<file path="config.mk">
export PLATFORM = sky130hd
export DESIGN_NAME = arithUnit
export DESIGN_NICKNAME = d
export VERILOG_FILES = /design/src/hdl/aluPkg.sv /design/src/hdl/arithUnit.sv /design/src/hdl/arithDatapath.sv /design/src/hdl/modeRegs.sv /design/src/hdl/opSequencer.sv /design/src/hdl/inputSync.sv
export SDC_FILE = /design/constraint.sdc
export NUM_CORES = 1
export LEC_CHECK = 0
export BUFFER_PORTS_ARGS = -buffer_cell sky130_fd_sc_hd__buf_2
export CAP_MARGIN = 20
export CORE_MARGIN = 2
export CORE_UTILIZATION = 40
export CTS_CLUSTER_DIAMETER = 60
export DETAILED_ROUTE_END_ITERATION = 8
export MAX_ROUTING_LAYER = met4
export SYNTH_ARGS = -nofsm -noshare
export SYNTH_HDL_FRONTEND = slang
export SYNTH_SLANG_ARGS = --single-unit
</file>
<file path="constraint.sdc">
create_clock -name CLK -period 4.33 [get_ports CLK]
set_input_delay 0.433 -clock CLK [delete_from_list [all_inputs] [get_ports CLK]]
set_output_delay 0.433 -clock CLK [all_outputs]
set_load 0.02 [all_outputs]
</file>
<file path="src/hdl/aluPkg.sv">
// Shared widths, vector types, operation codes and control/status structs for the arithmetic unit
package aluPkg;

  // Bus and register widths
  localparam int ByteW = 8;
  localparam int WordW = 16;

  // Shift-and-add steps for one multiply
  localparam int MulSteps = 8;

  typedef logic [ByteW-1:0] byteT;
  typedef logic [WordW-1:0] wordT;

  // Multiply step counter, wide enough to hold MulSteps itself
  typedef logic [3:0] stepT;

  typedef enum logic [1:0] {
    opLoad,
    opAdd,
    opSub,
    opMul
  } opT;

  // Control word from the bus, sampled every cycle
  typedef struct packed {
    logic start;
    opT   op;
    logic regSel;      // 0 = A, 1 = B
    logic hiByte;      // 0 = low byte, 1 = high byte
    logic write;       // 1 = load, 0 = latch read selection
    logic signedMode;
  } ctrlT;

  typedef struct packed {
    logic overflow;
    logic negative;
    logic done;
    logic error;
  } flagsT;

  // Byte shown on the output
  typedef struct packed {
    logic regSel;
    logic hiByte;
  } readSelT;

endpackage
</file>
<file path="src/hdl/arithUnit.sv">
// Top level of the byte-bus arithmetic unit; connects input stage, sequencer, mode registers, datapath
module arithUnit #(
  parameter int MulSteps = aluPkg::MulSteps
) (
  input  logic          CLK,
  input  logic          RST,
  input  aluPkg::ctrlT  ctrl,
  input  aluPkg::byteT  dataIn,
  output aluPkg::byteT  dataOut,
  output aluPkg::flagsT flags
);
  import aluPkg::*;

  ctrlT     syncCtrl;
  byteT     syncData;
  logic     syncError;
  logic     execute;
  logic     stepEn;
  stepT     stepIdx;
  logic     seqDone;
  readSelT  readSel;
  logic     opSigned;
  logic     overflow;
  logic     negative;

  inputSync i_inputSync (
    .CLK      (CLK),
    .RST      (RST),
    .ctrl     (ctrl),
    .dataIn   (dataIn),
    .syncCtrl (syncCtrl),
    .syncData (syncData),
    .error    (syncError)
  );

  opSequencer #(
    .MulSteps (MulSteps)
  ) i_opSequencer (
    .CLK     (CLK),
    .RST     (RST),
    .start   (syncCtrl.start),
    .op      (syncCtrl.op),
    .execute (execute),
    .stepEn  (stepEn),
    .stepIdx (stepIdx),
    .busy    (),
    .done    (seqDone)
  );

  modeRegs i_modeRegs (
    .CLK      (CLK),
    .RST      (RST),
    .execute  (execute),
    .ctrl     (syncCtrl),
    .readSel  (readSel),
    .opSigned (opSigned)
  );

  arithDatapath #(
    .MulSteps (MulSteps)
  ) i_arithDatapath (
    .CLK      (CLK),
    .RST      (RST),
    .execute  (execute),
    .stepEn   (stepEn),
    .stepIdx  (stepIdx),
    .op       (syncCtrl.op),
    .write    (syncCtrl.write),
    .regSel   (syncCtrl.regSel),
    .hiByte   (syncCtrl.hiByte),
    .data     (syncData),
    .readSel  (readSel),
    .opSigned (opSigned),
    .dataOut  (dataOut),
    .overflow (overflow),
    .negative (negative)
  );

  assign flags.overflow = overflow;
  assign flags.negative = negative;
  assign flags.done     = seqDone;
  assign flags.error    = syncError;

endmodule

</file>
<file path="src/hdl/arithDatapath.sv">
// Arithmetic datapath; A/B registers, shared adder for add, subtract and multiply, flags and output
module arithDatapath #(
  parameter int MulSteps = aluPkg::MulSteps
) (
  input  logic             CLK,
  input  logic             RST,
  input  logic             execute,
  input  logic             stepEn,
  input  aluPkg::stepT     stepIdx,
  input  aluPkg::opT       op,
  input  logic             write,
  input  logic             regSel,
  input  logic             hiByte,
  input  aluPkg::byteT     data,
  input  aluPkg::readSelT  readSel,
  input  logic             opSigned,
  output aluPkg::byteT     dataOut,
  output logic             overflow,
  output logic             negative
);
  import aluPkg::*;

  // Bits needed to pick one multiplier bit per step
  localparam int IdxW = $clog2(MulSteps);

  wordT           aReg;
  wordT           bReg;
  byteT           mulByte;
  opT             lastOp;
  logic           carryFlag;
  logic           ovfFlag;
  logic           msbFlag;
  byteT           mulSrc;
  logic           mulBit;
  logic           isSub;
  logic           carryIn;
  wordT           addend;
  logic [WordW:0] sum;
  logic           sumOvf;

  //////////////////////////////
  // Shared adder
  assign isSub   = (op == opSub);
  assign carryIn = isSub && !stepEn;

  // Multiplier byte is not registered yet during step 0
  assign mulSrc = execute ? data : mulByte;
  assign mulBit = mulSrc[stepIdx[IdxW-1:0]];

  always_comb
  begin
    if (stepEn)
      addend = mulBit ? aReg : '0;
    else if (isSub)
      addend = ~aReg;
    else
      addend = aReg;
  end

  assign sum    = {1'b0, bReg} + {1'b0, addend} + {{WordW{1'b0}}, carryIn};
  assign sumOvf = (bReg[WordW-1] == addend[WordW-1]) && (sum[WordW-1] != bReg[WordW-1]);

  //////////////////////////////
  // Registers
  always_ff @(posedge CLK)
  begin
    if (RST)
    begin
      aReg      <= '0;
      bReg      <= '0;
      lastOp    <= opLoad;
      carryFlag <= 1'b0;
      ovfFlag   <= 1'b0;
      msbFlag   <= 1'b0;
    end
    else
    begin
      // Byte load, other byte untouched
      if (execute && (op == opLoad) && write)
      begin
        if (regSel && hiByte)
          bReg[WordW-1:ByteW] <= data;
        else if (regSel)
          bReg[ByteW-1:0] <= data;
        else if (hiByte)
          aReg[WordW-1:ByteW] <= data;
        else
          aReg[ByteW-1:0] <= data;
      end
      if (execute && (op != opLoad))
      begin
        lastOp    <= op;
        carryFlag <= 1'b0;
        ovfFlag   <= 1'b0;
        msbFlag   <= 1'b0;
      end
      if (execute && ((op == opAdd) || (op == opSub)))
      begin
        bReg      <= sum[WordW-1:0];
        // Borrow is the inverted carry out
        carryFlag <= isSub ? ~sum[WordW] : sum[WordW];
        ovfFlag   <= sumOvf;
        msbFlag   <= sum[WordW-1];
      end
      // One multiply step, accumulate then shift A
      if (stepEn)
      begin
        if (mulBit)
          bReg <= sum[WordW-1:0];
        aReg      <= aReg << 1;
        carryFlag <= (carryFlag && !execute) || (mulBit && sum[WordW]);
      end
    end
  end

  always_ff @(posedge CLK)
  begin
    if (execute)
      mulByte <= data;
  end

  //////////////////////////////
  // Flags, mode picks which raw flag is shown
  assign overflow = (opSigned && (lastOp != opMul)) ? ovfFlag : carryFlag;

  always_comb
  begin
    if (lastOp == opMul)
      negative = 1'b0;
    else if (opSigned)
      negative = msbFlag;
    else
      negative = (lastOp == opSub) && carryFlag;
  end

  // Output byte
  always_comb
  begin
    case ({readSel.regSel, readSel.hiByte})
      2'b00:   dataOut = aReg[ByteW-1:0];
      2'b01:   dataOut = aReg[WordW-1:ByteW];
      2'b10:   dataOut = bReg[ByteW-1:0];
      default: dataOut = bReg[WordW-1:ByteW];
    endcase
  end

endmodule

</file>
<file path="src/hdl/modeRegs.sv">
// Mode registers beside the sequencer; hold the read selection and the signed mode of an operation
module modeRegs (
  input  logic             CLK,
  input  logic             RST,
  input  logic             execute,
  input  aluPkg::ctrlT     ctrl,
  output aluPkg::readSelT  readSel,
  output logic             opSigned
);
  import aluPkg::*;

  logic readReq;

  // Load with write low only moves the output window
  assign readReq = execute && (ctrl.op == opLoad) && !ctrl.write;

  //////////////////////////////
  // Read selection
  always_ff @(posedge CLK)
  begin
    if (RST)
      readSel <= '0;
    else if (readReq)
    begin
      readSel.regSel <= ctrl.regSel;
      readSel.hiByte <= ctrl.hiByte;
    end
  end

  //////////////////////////////
  // Signed mode, taken once per operation
  always_ff @(posedge CLK)
  begin
    if (RST)
      opSigned <= 1'b0;
    else if (execute)
      opSigned <= ctrl.signedMode;
  end

endmodule

</file>
<file path="src/hdl/opSequencer.sv">
// Operation sequencer; turns a held start level into one execute pulse, multiply steps and done
module opSequencer #(
  parameter int MulSteps = aluPkg::MulSteps
) (
  input  logic         CLK,
  input  logic         RST,
  input  logic         start,
  input  aluPkg::opT   op,
  output logic         execute,
  output logic         stepEn,
  output aluPkg::stepT stepIdx,
  output logic         busy,
  output logic         done
);
  import aluPkg::*;

  typedef enum logic [2:0] {
    idle,
    exec,
    mulStep,
    finished,
    waitLow
  } seqStateT;

  seqStateT state;
  seqStateT nextState;

  //////////////////////////////
  // Next state
  always_comb
  begin
    nextState = state;
    case (state)
      idle:
        if (start)
          nextState = exec;
      exec:
        if (op == opMul)
          nextState = mulStep;
        else
          nextState = finished;
      // Counter reaching MulSteps is one spare cycle after the last step
      mulStep:
        if (stepIdx == stepT'(MulSteps))
          nextState = finished;
      // Hold done until start drops
      finished:
        if (!start)
          nextState = waitLow;
      waitLow:
        nextState = idle;
      default:
        nextState = idle;
    endcase
  end

  always_ff @(posedge CLK)
  begin
    if (RST)
      state <= idle;
    else
      state <= nextState;
  end

  //////////////////////////////
  // Step counter
  always_ff @(posedge CLK)
  begin
    if (RST)
      stepIdx <= '0;
    else if (stepEn)
      stepIdx <= stepIdx + 1'b1;
    else if (state == idle)
      stepIdx <= '0;
  end

  // Step 0 runs in the execute cycle itself
  assign stepEn = ((state == exec) && (op == opMul)) ||
                  ((state == mulStep) && (stepIdx != stepT'(MulSteps)));

  assign execute = (state == exec);
  assign busy    = (state == exec) || (state == mulStep);
  assign done    = (state == finished) || (state == waitLow);

endmodule

</file>
<file path="src/hdl/inputSync.sv">
// Input register stage; samples the bus byte and control word and flags signed-mode changes
module inputSync (
  input  logic          CLK,
  input  logic          RST,
  input  aluPkg::ctrlT  ctrl,
  input  aluPkg::byteT  dataIn,
  output aluPkg::ctrlT  syncCtrl,
  output aluPkg::byteT  syncData,
  output logic          error
);

  // Previous synchronized sample
  logic prevStart;
  logic prevSigned;

  always_ff @(posedge CLK)
  begin
    if (RST)
    begin
      syncCtrl   <= '0;
      prevStart  <= 1'b0;
      prevSigned <= 1'b0;
      error      <= 1'b0;
    end
    else
    begin
      syncCtrl   <= ctrl;
      prevStart  <= syncCtrl.start;
      prevSigned <= syncCtrl.signedMode;
      // Sticky until reset
      if (syncCtrl.start && prevStart && (syncCtrl.signedMode != prevSigned))
        error <= 1'b1;
    end
  end

  // Data byte, only consumed on execute or multiply capture
  always_ff @(posedge CLK)
  begin
    syncData <= dataIn;
  end

endmodule

</file>
# Word level (Yosys, flattened, before mapping)
# Index checks and enable logic that the tools add are counted.
word_totals:
  regBits: 73
  word_cells: 129
classes:
  addsub: 3
  order_cmp: 1
  n_eq_ne: 23
  mux: 36
  bitwise_logic: 5
  reduce_logical: 37
ops:
  columns: ["op", "count"]
  rows:
  - ["two-way mux 16 bit", 11]
  - ["two-way mux 8 bit", 6]
  - ["case mux 8 bit (3 select lines)", 1]
  - ["adder 16 x 16 -> 17 bit", 1]
  - ["adder 17 x 1 -> 17 bit", 1]
  - ["logical AND 1 bit", 16]
  - ["NOT 16 bit", 1]
  - ["case mux 3 bit (4 select lines)", 1]
  - ["AND reduction 4 bit", 3]
  - ["two-way mux 1 bit", 11]
  - ["equality test 2 bit (second input constant)", 5]
  - ["nonzero test 2 bit", 5]
  - ["two-way mux 3 bit", 3]
  - ["two-way mux 4 bit", 2]
  - ["inequality test 2 x 1 -> 1 bit (second input constant)", 4]
  - ["equality test 3 x 2 -> 1 bit (second input constant)", 2]
  - ["inequality test 2 bit (second input constant)", 3]
  - ["adder 4 x 1 -> 4 bit (second input constant)", 1]
  - ["equality test 2 x 1 -> 1 bit (second input constant)", 2]
  - ["equality test 4 bit (second input constant)", 1]
  - ["zero test 2 bit", 2]
  - ["logical OR 1 bit", 4]
  - ["< comparator 3 x 4 -> 1 bit (second input constant)", 1]
  - ["inequality test 4 bit (second input constant)", 1]
  - ["other kinds (11)", 17]

# Logic depth before layout (Yosys ltp)
logic_depth:
  word_depth: 12
  mapped_depth: 18
  ltp_nobuf: 15

# By module
# A second synthesis with hierarchy kept.
hier_totals:
  hier_cells: 482
  area_unflattened_um2: 4292.9
modules_own_cells:
  columns: ["mod", "n_inst", "cells_each", "area_each_um2"]
  rows:
  - ["arithDatapath", 1, 385, 3264.4]
  - ["inputSync", 1, 32, 454.2]
  - ["opSequencer", 1, 49, 401.6]
  - ["modeRegs", 1, 12, 142.6]
  - ["arithUnit", 1, 4, 30.0]

# Worst setup path after synthesis
# No wires, ideal clock.
synth_path:
  path_type: "register -> register"
  from: "register i_opSequencer.state[1]"
  to: "register i_arithDatapath.bReg[8]"
  arrival_time_ps: 3934
  required_ps: 4216
  setup_slack_ps: 282
  path_stages_with_launch: 18
  path_buffers: 3
  period_less_slack_ps: 4048
  path_cell_list: "dfxtp_1 > buf_2 > nor3b_4 > buf_6 > mux4_2 > nand3_1 > nand4_1 > nor2_1 > clkbuf_1 > nor2_1 > fa_1 > fa_1 > a211oi_1 > o21ai_0 > a21o_1 > a211oi_1 > nor3_1 > a21o_1"
synth_via:
  elab_chain_cells: 11
synth_rtl:
  columns: ["element", "line_no", "rtl"]
  rows:
  - ["start: declaration", "opSequencer.sv:25", "seqStateT state;"]
  - ["start signal: assignment", "opSequencer.sv:60", "state <= idle;"]
  - ["start signal: assignment", "opSequencer.sv:62", "state <= nextState;"]
  - ["equality test 3 x 1 -> 1 bit", "opSequencer.sv:78, opSequencer.sv:81", null]
  - ["two-way mux 8 bit", null, null]
  - ["binary-select mux 1 bit (select 3 bit)", "arithDatapath.sv:48", "assign mulBit = mulSrc[stepIdx[IdxW-1:0]];"]
  - ["two-way mux 1 bit (implied by the code)", "arithDatapath.sv:48", null]
  - ["two-way mux 16 bit", "arithDatapath.sv:53", "addend = mulBit ? aReg : '0;"]
  - ["two-way mux 16 bit", "arithDatapath.sv:52", "if (stepEn)"]
  - ["adder 16 x 16 -> 17 bit", "arithDatapath.sv:60", "assign sum = {1'b0, bReg} + {1'b0, addend} + {{WordW{1'b0}}, carryIn};"]
  - ["adder 17 x 1 -> 17 bit", "arithDatapath.sv:60", null]
  - ["two-way mux 16 bit", "arithDatapath.sv:97", "if (execute && ((op == opAdd) || (op == opSub)))"]
  - ["two-way mux 16 bit", "arithDatapath.sv:108", "if (mulBit)"]
  - ["two-way mux 16 bit (*)", "arithDatapath.sv:106", "if (stepEn)"]
  - ["end signal: indexed assignment", "arithDatapath.sv:82", "bReg[WordW-1:ByteW] <= data;"]
  - ["end signal: assignment", "arithDatapath.sv:99", "bReg <= sum[WordW-1:0];"]
  - ["end signal: assignment", "arithDatapath.sv:109", "bReg <= sum[WordW-1:0];"]
  - ["end: declaration", "arithDatapath.sv:27", "wordT bReg;"]
# Mark *: on every way between the ends. The rest lies on a longest branch, timed or not. The select of a mux whose other input is x is not followed.
# A chain may end at the register's enable or synchronous reset.

# Worst setup path after layout
layout_path:
  from: "register i_opSequencer.state[0]"
  to: "register i_arithDatapath.bReg[8]"
# The elaborated chain is that of the path after synthesis.

==> summary.txt <==
Power
  • Total power: approximately 2.3 mW
  • Sequential share of power: between 30% and 40%
  • Pint: 1.50 mW
  • Peak VDD IR: 0.156 mV
  • Switching share of power: 35.1%
  • Combinational share of power: 34.6%
  • Static Leak: around 1.9 nW
  • Clk pwr share: 26.2%
  • Pwr Density: around 500 nW/µm²
  • P_sw: 813 µW

Cells and area
  • Final nets: 500
  • Post-layout util: a little under half
  • Share of post-route cells with drive strength above 1: 20.2%
  • Syn-to-layout area delta: 10.3%
  • Antenna Cells: 0

Synth
  • Synth Area in Adders: around 6.7%
  • Yosys warns: 0
  • Gate count after technology mapping: 444
  • Largest family of logic cells by synthesized area: multiplexers
  • Mapped cell area: roughly 4300 µm²
  • Yosys reg bits: 73
  • Most frequent cell after synthesis: dfxtp_1
  • Post-Synth XOR/XNOR Area: 6.29%
  • Syn Nets: 483
  • Top cells by area, synth: dfxtp_1 (34%), mux2i_1 (6.5%), mux4_2 (6.3%), ha_1 (5.8%), a211oi_1 (4.9%)
  • Synth area leader: dfxtp_1
  • Most used DFF post-synth: dfxtp_1
  • FFs w/ async S/R, synth: 0%
  • Number of synthesized flops with an enable pin: 0
  • Avg Cell Area, Syn: about 9.7 µm²
  • Commonest cells post-synth: dfxtp_1 (73), nor2_1 (51), a211oi_1 (28), mux2i_1 (28), xnor2_1 (23)
  • Yosys top cell area share: 33.8%
  • Post-synthesis mux area share: 17.4%
  • Sequential-to-total area share from yosys stat: 33.8%
  • Complex-gate fraction of the synthesized area: 16.3%
  • Simple-gate share of the synthesized area: 15.0%
  • Yosys cell types: 54

Timing
  • Final slew viol count: 0
  • Max_slew headroom: 47.4%
  • Least-Margin Pin Slew: 0.789 ns
  • Period Utilization, post-route: 90.0%
  • Final setup viols: 0
  • Peak Freq: approximately 260 MHz
  • Setup tns final: 0 ns
  • Final Hold Viols: 0
  • Skew final: 0.00766 ns
  • Unrepaired setup endpoints after global routing: false
  • Tmin final: 3.90 ns

Setup path
  • CP required: 4.58 ns
  • Critical-path cell list: nor3b_4, buf_4, mux4_2, nand3_1, nand4_1, nor2_1, nor2_1, fa_1, fa_1, a211oi_1, o21ai_0, a21o_1, a211oi_1, nor3_1, a21o_1
  • Critical Path AT: 4.15 ns
  • Slowest stage cell on the critical path: fa_1
  • Crit path kind: flop to flop
  • CP startpoint kind: flop
  • CP max FO: 11
  • CP startpoint: i_opSequencer.state[0]$_SDFFE_PP0P_
  • FF-to-FF Start: i_opSequencer.state[0]$_SDFFE_PP0P_
  • Critical Path Max Stage Delay: 0.49 ns
  • CP Capture Type: flop

CTS
  • Clock slew at reported path FFs: approximately 0.08 ns
  • Number of buffers created by CTS: 9
  • Buffer depth of the longest clock path: 2
  • Root Driver: clkbuf_8
  • Clock sink total: 73
  • Clock Latency Late Sink: approximately 0.35 ns
  • CTS Hold Buffers Added: 0
  • CTS tree: built
  • H-tree Lvls: 3
  • Post-CTS setup buffers: 0
  • CTS resizes: 0

GRT
  • All-layer global routing usage: ~20%
  • Largest net degree at the start of global routing: 40
  • Vias in the first global route: 3299
  • Initial antenna violation count: 0
  • First-pass GRT wire length: 17.5 mm
  • GRT overflow: 0

Run status
  • Status: finished, final reports clean

Place
  • Routability cong.: 0.884
  • Port Buffers: 28
  • Detailed placement HPWL: ~8 mm

Detailed routing
  • Final wirelength: 10.9 mm
  • DRT iter0 DRCs: about 200
  • ANT nets after route: 0
  • Routed vias: between 3k and 4k
  • Drt wl/cell: 18.1 µm
  • 1st-pass router iterations: 5
  • DRC violations left: 0
  • Vias per cell: 5.70

Floorplanning
  • Die ar.: 11600 µm²
  • Die Ht: 108 µm
  • Rows: 37
  • Core area: 10400 µm²
  • Initial Util: 41.5%
  • Top Ports: 29
  • Die W: 108 µm

Worst hold path
  • Hold Crit Class: input port to flop
  • HP Start: dataIn[0]

Flow run
  • Total of max-cap violations: 0
## stage by stage
step,cells,area [µm²],setup slack [ns],hold slack (ns)
after CTS,602,4760,0.457,0.164
after floorplan,444,4320,0.282,0.438
after global placement,586,4540,0.519,0.452
after detailed placement,586,4540,0.480,0.460
after global routing,602,4760,0.0799,0.158
final,602,4760,0.432,0.177
## critical path: cells and delay by family, from the launching register on
kind	cells	cell delay, ns
AND/OR/NAND/NOR	6	0.75
flip-flops	1	0.42
adder cells (fa/ha/maj)	2	0.95
multiplexers	1	0.32
buffers and inverters	1	0.22
AO/OA/AOI/OAI	5	1.13
## path summary, 6_finish.rpt
check | to | slack (ns) | cells after the start
worst max-delay path | i_arithDatapath.bReg[8]$_SDFF_PP0_ | 0.43 | 15
worst min register to register | i_inputSync.error$_SDFFE_PP0P_ | 0.47 | 2
worst max register to register | i_arithDatapath.bReg[8]$_SDFF_PP0_ | 0.43 | 15
worst min-delay path | i_inputSync.syncData[0]$_DFF_P_ | 0.18 | 1
## power groups by stage
stage / Combinational, mW / Sequential [mW] / Clock, mW
global placement: 0.787 / 0.913 / 0
detailed placement: 0.795 / 0.920 / 0
CTS: 0.799 / 0.905 / 0.622
floorplan: 0.661 / 0.868 / 0
finish: 0.802 / 0.908 / 0.608
global route: 0.883 / 0.924 / 0.650
## flip-flops by register name, summed over array words and instances, names as in the netlist, 2 cells and up
register / count
i_arithDatapath.aReg: 16
i_arithDatapath.lastOp: 2
i_opSequencer.stepIdx: 4
i_opSequencer.state: 3
i_inputSync.syncCtrl: 7
i_arithDatapath.mulByte: 8
i_modeRegs.readSel: 2
i_inputSync.syncData: 8
i_arithDatapath.bReg: 16
## cells by family (layout without fill, tap and decap cells)
| group | Yosys count | count (layout) |
|---|---|---|
| and+or+nand+nor | 125 | 125 |
| AOI/OAI and AO/OA | 98 | 98 |
| DFF | 73 | 73 |
| muxes | 58 | 58 |
| buffers and inverters | 37 | 59 |
| xor gates and xnor gates | 31 | 31 |
| adders and majority gates | 22 | 22 |
## placed cells by master (no fill, tap or decap), drive strengths merged, types with 2 or more instances in the layout
cell    count
clkbuf     11
mux2       18
ha         20
nand2b      3
buf        38
nor4        4
clkinv      3
a21o        7
inv         5
o41ai       2
a41oi       2
o21a        2
mux2i      28
xor2        8
dfxtp      73
and3        2
a211oi     28
xnor2      23
nor3       13
nor2b      10
nor2       51
fa          2
and2        5
a21oi      21
a311oi      4
a21boi      2
o21ai       8
a31o        3
bufinv      2
nand2      16
nand3b      6
a31oi       5
o211ai      4
nor3b       3
mux4       12
nand3       5
nand4       4
## final cells by class
class                      instances  area [µm²]
sequential                        73        1460
timing repair buffer              38         215
inverter                           5        18.8
fill                            1023        5660
clock inverter                     5        78.8
tap                              136         170
clock buffer                      11         141
multi-input combinational        334        2680
## per-layer routing
metal | part of all wire (%) | vias up | track usage [%]
met2 | 45 | 79 | 30.7
met1 | 48 | 1664 | 26.5
li1 | - | 1668 | -
met5 | 0 | - | -
met4 | 2.1 | 0 | 6.14
met3 | 4.7 | 18 | 4.84
Note: power is estimated with default switching activity, not from simulation.
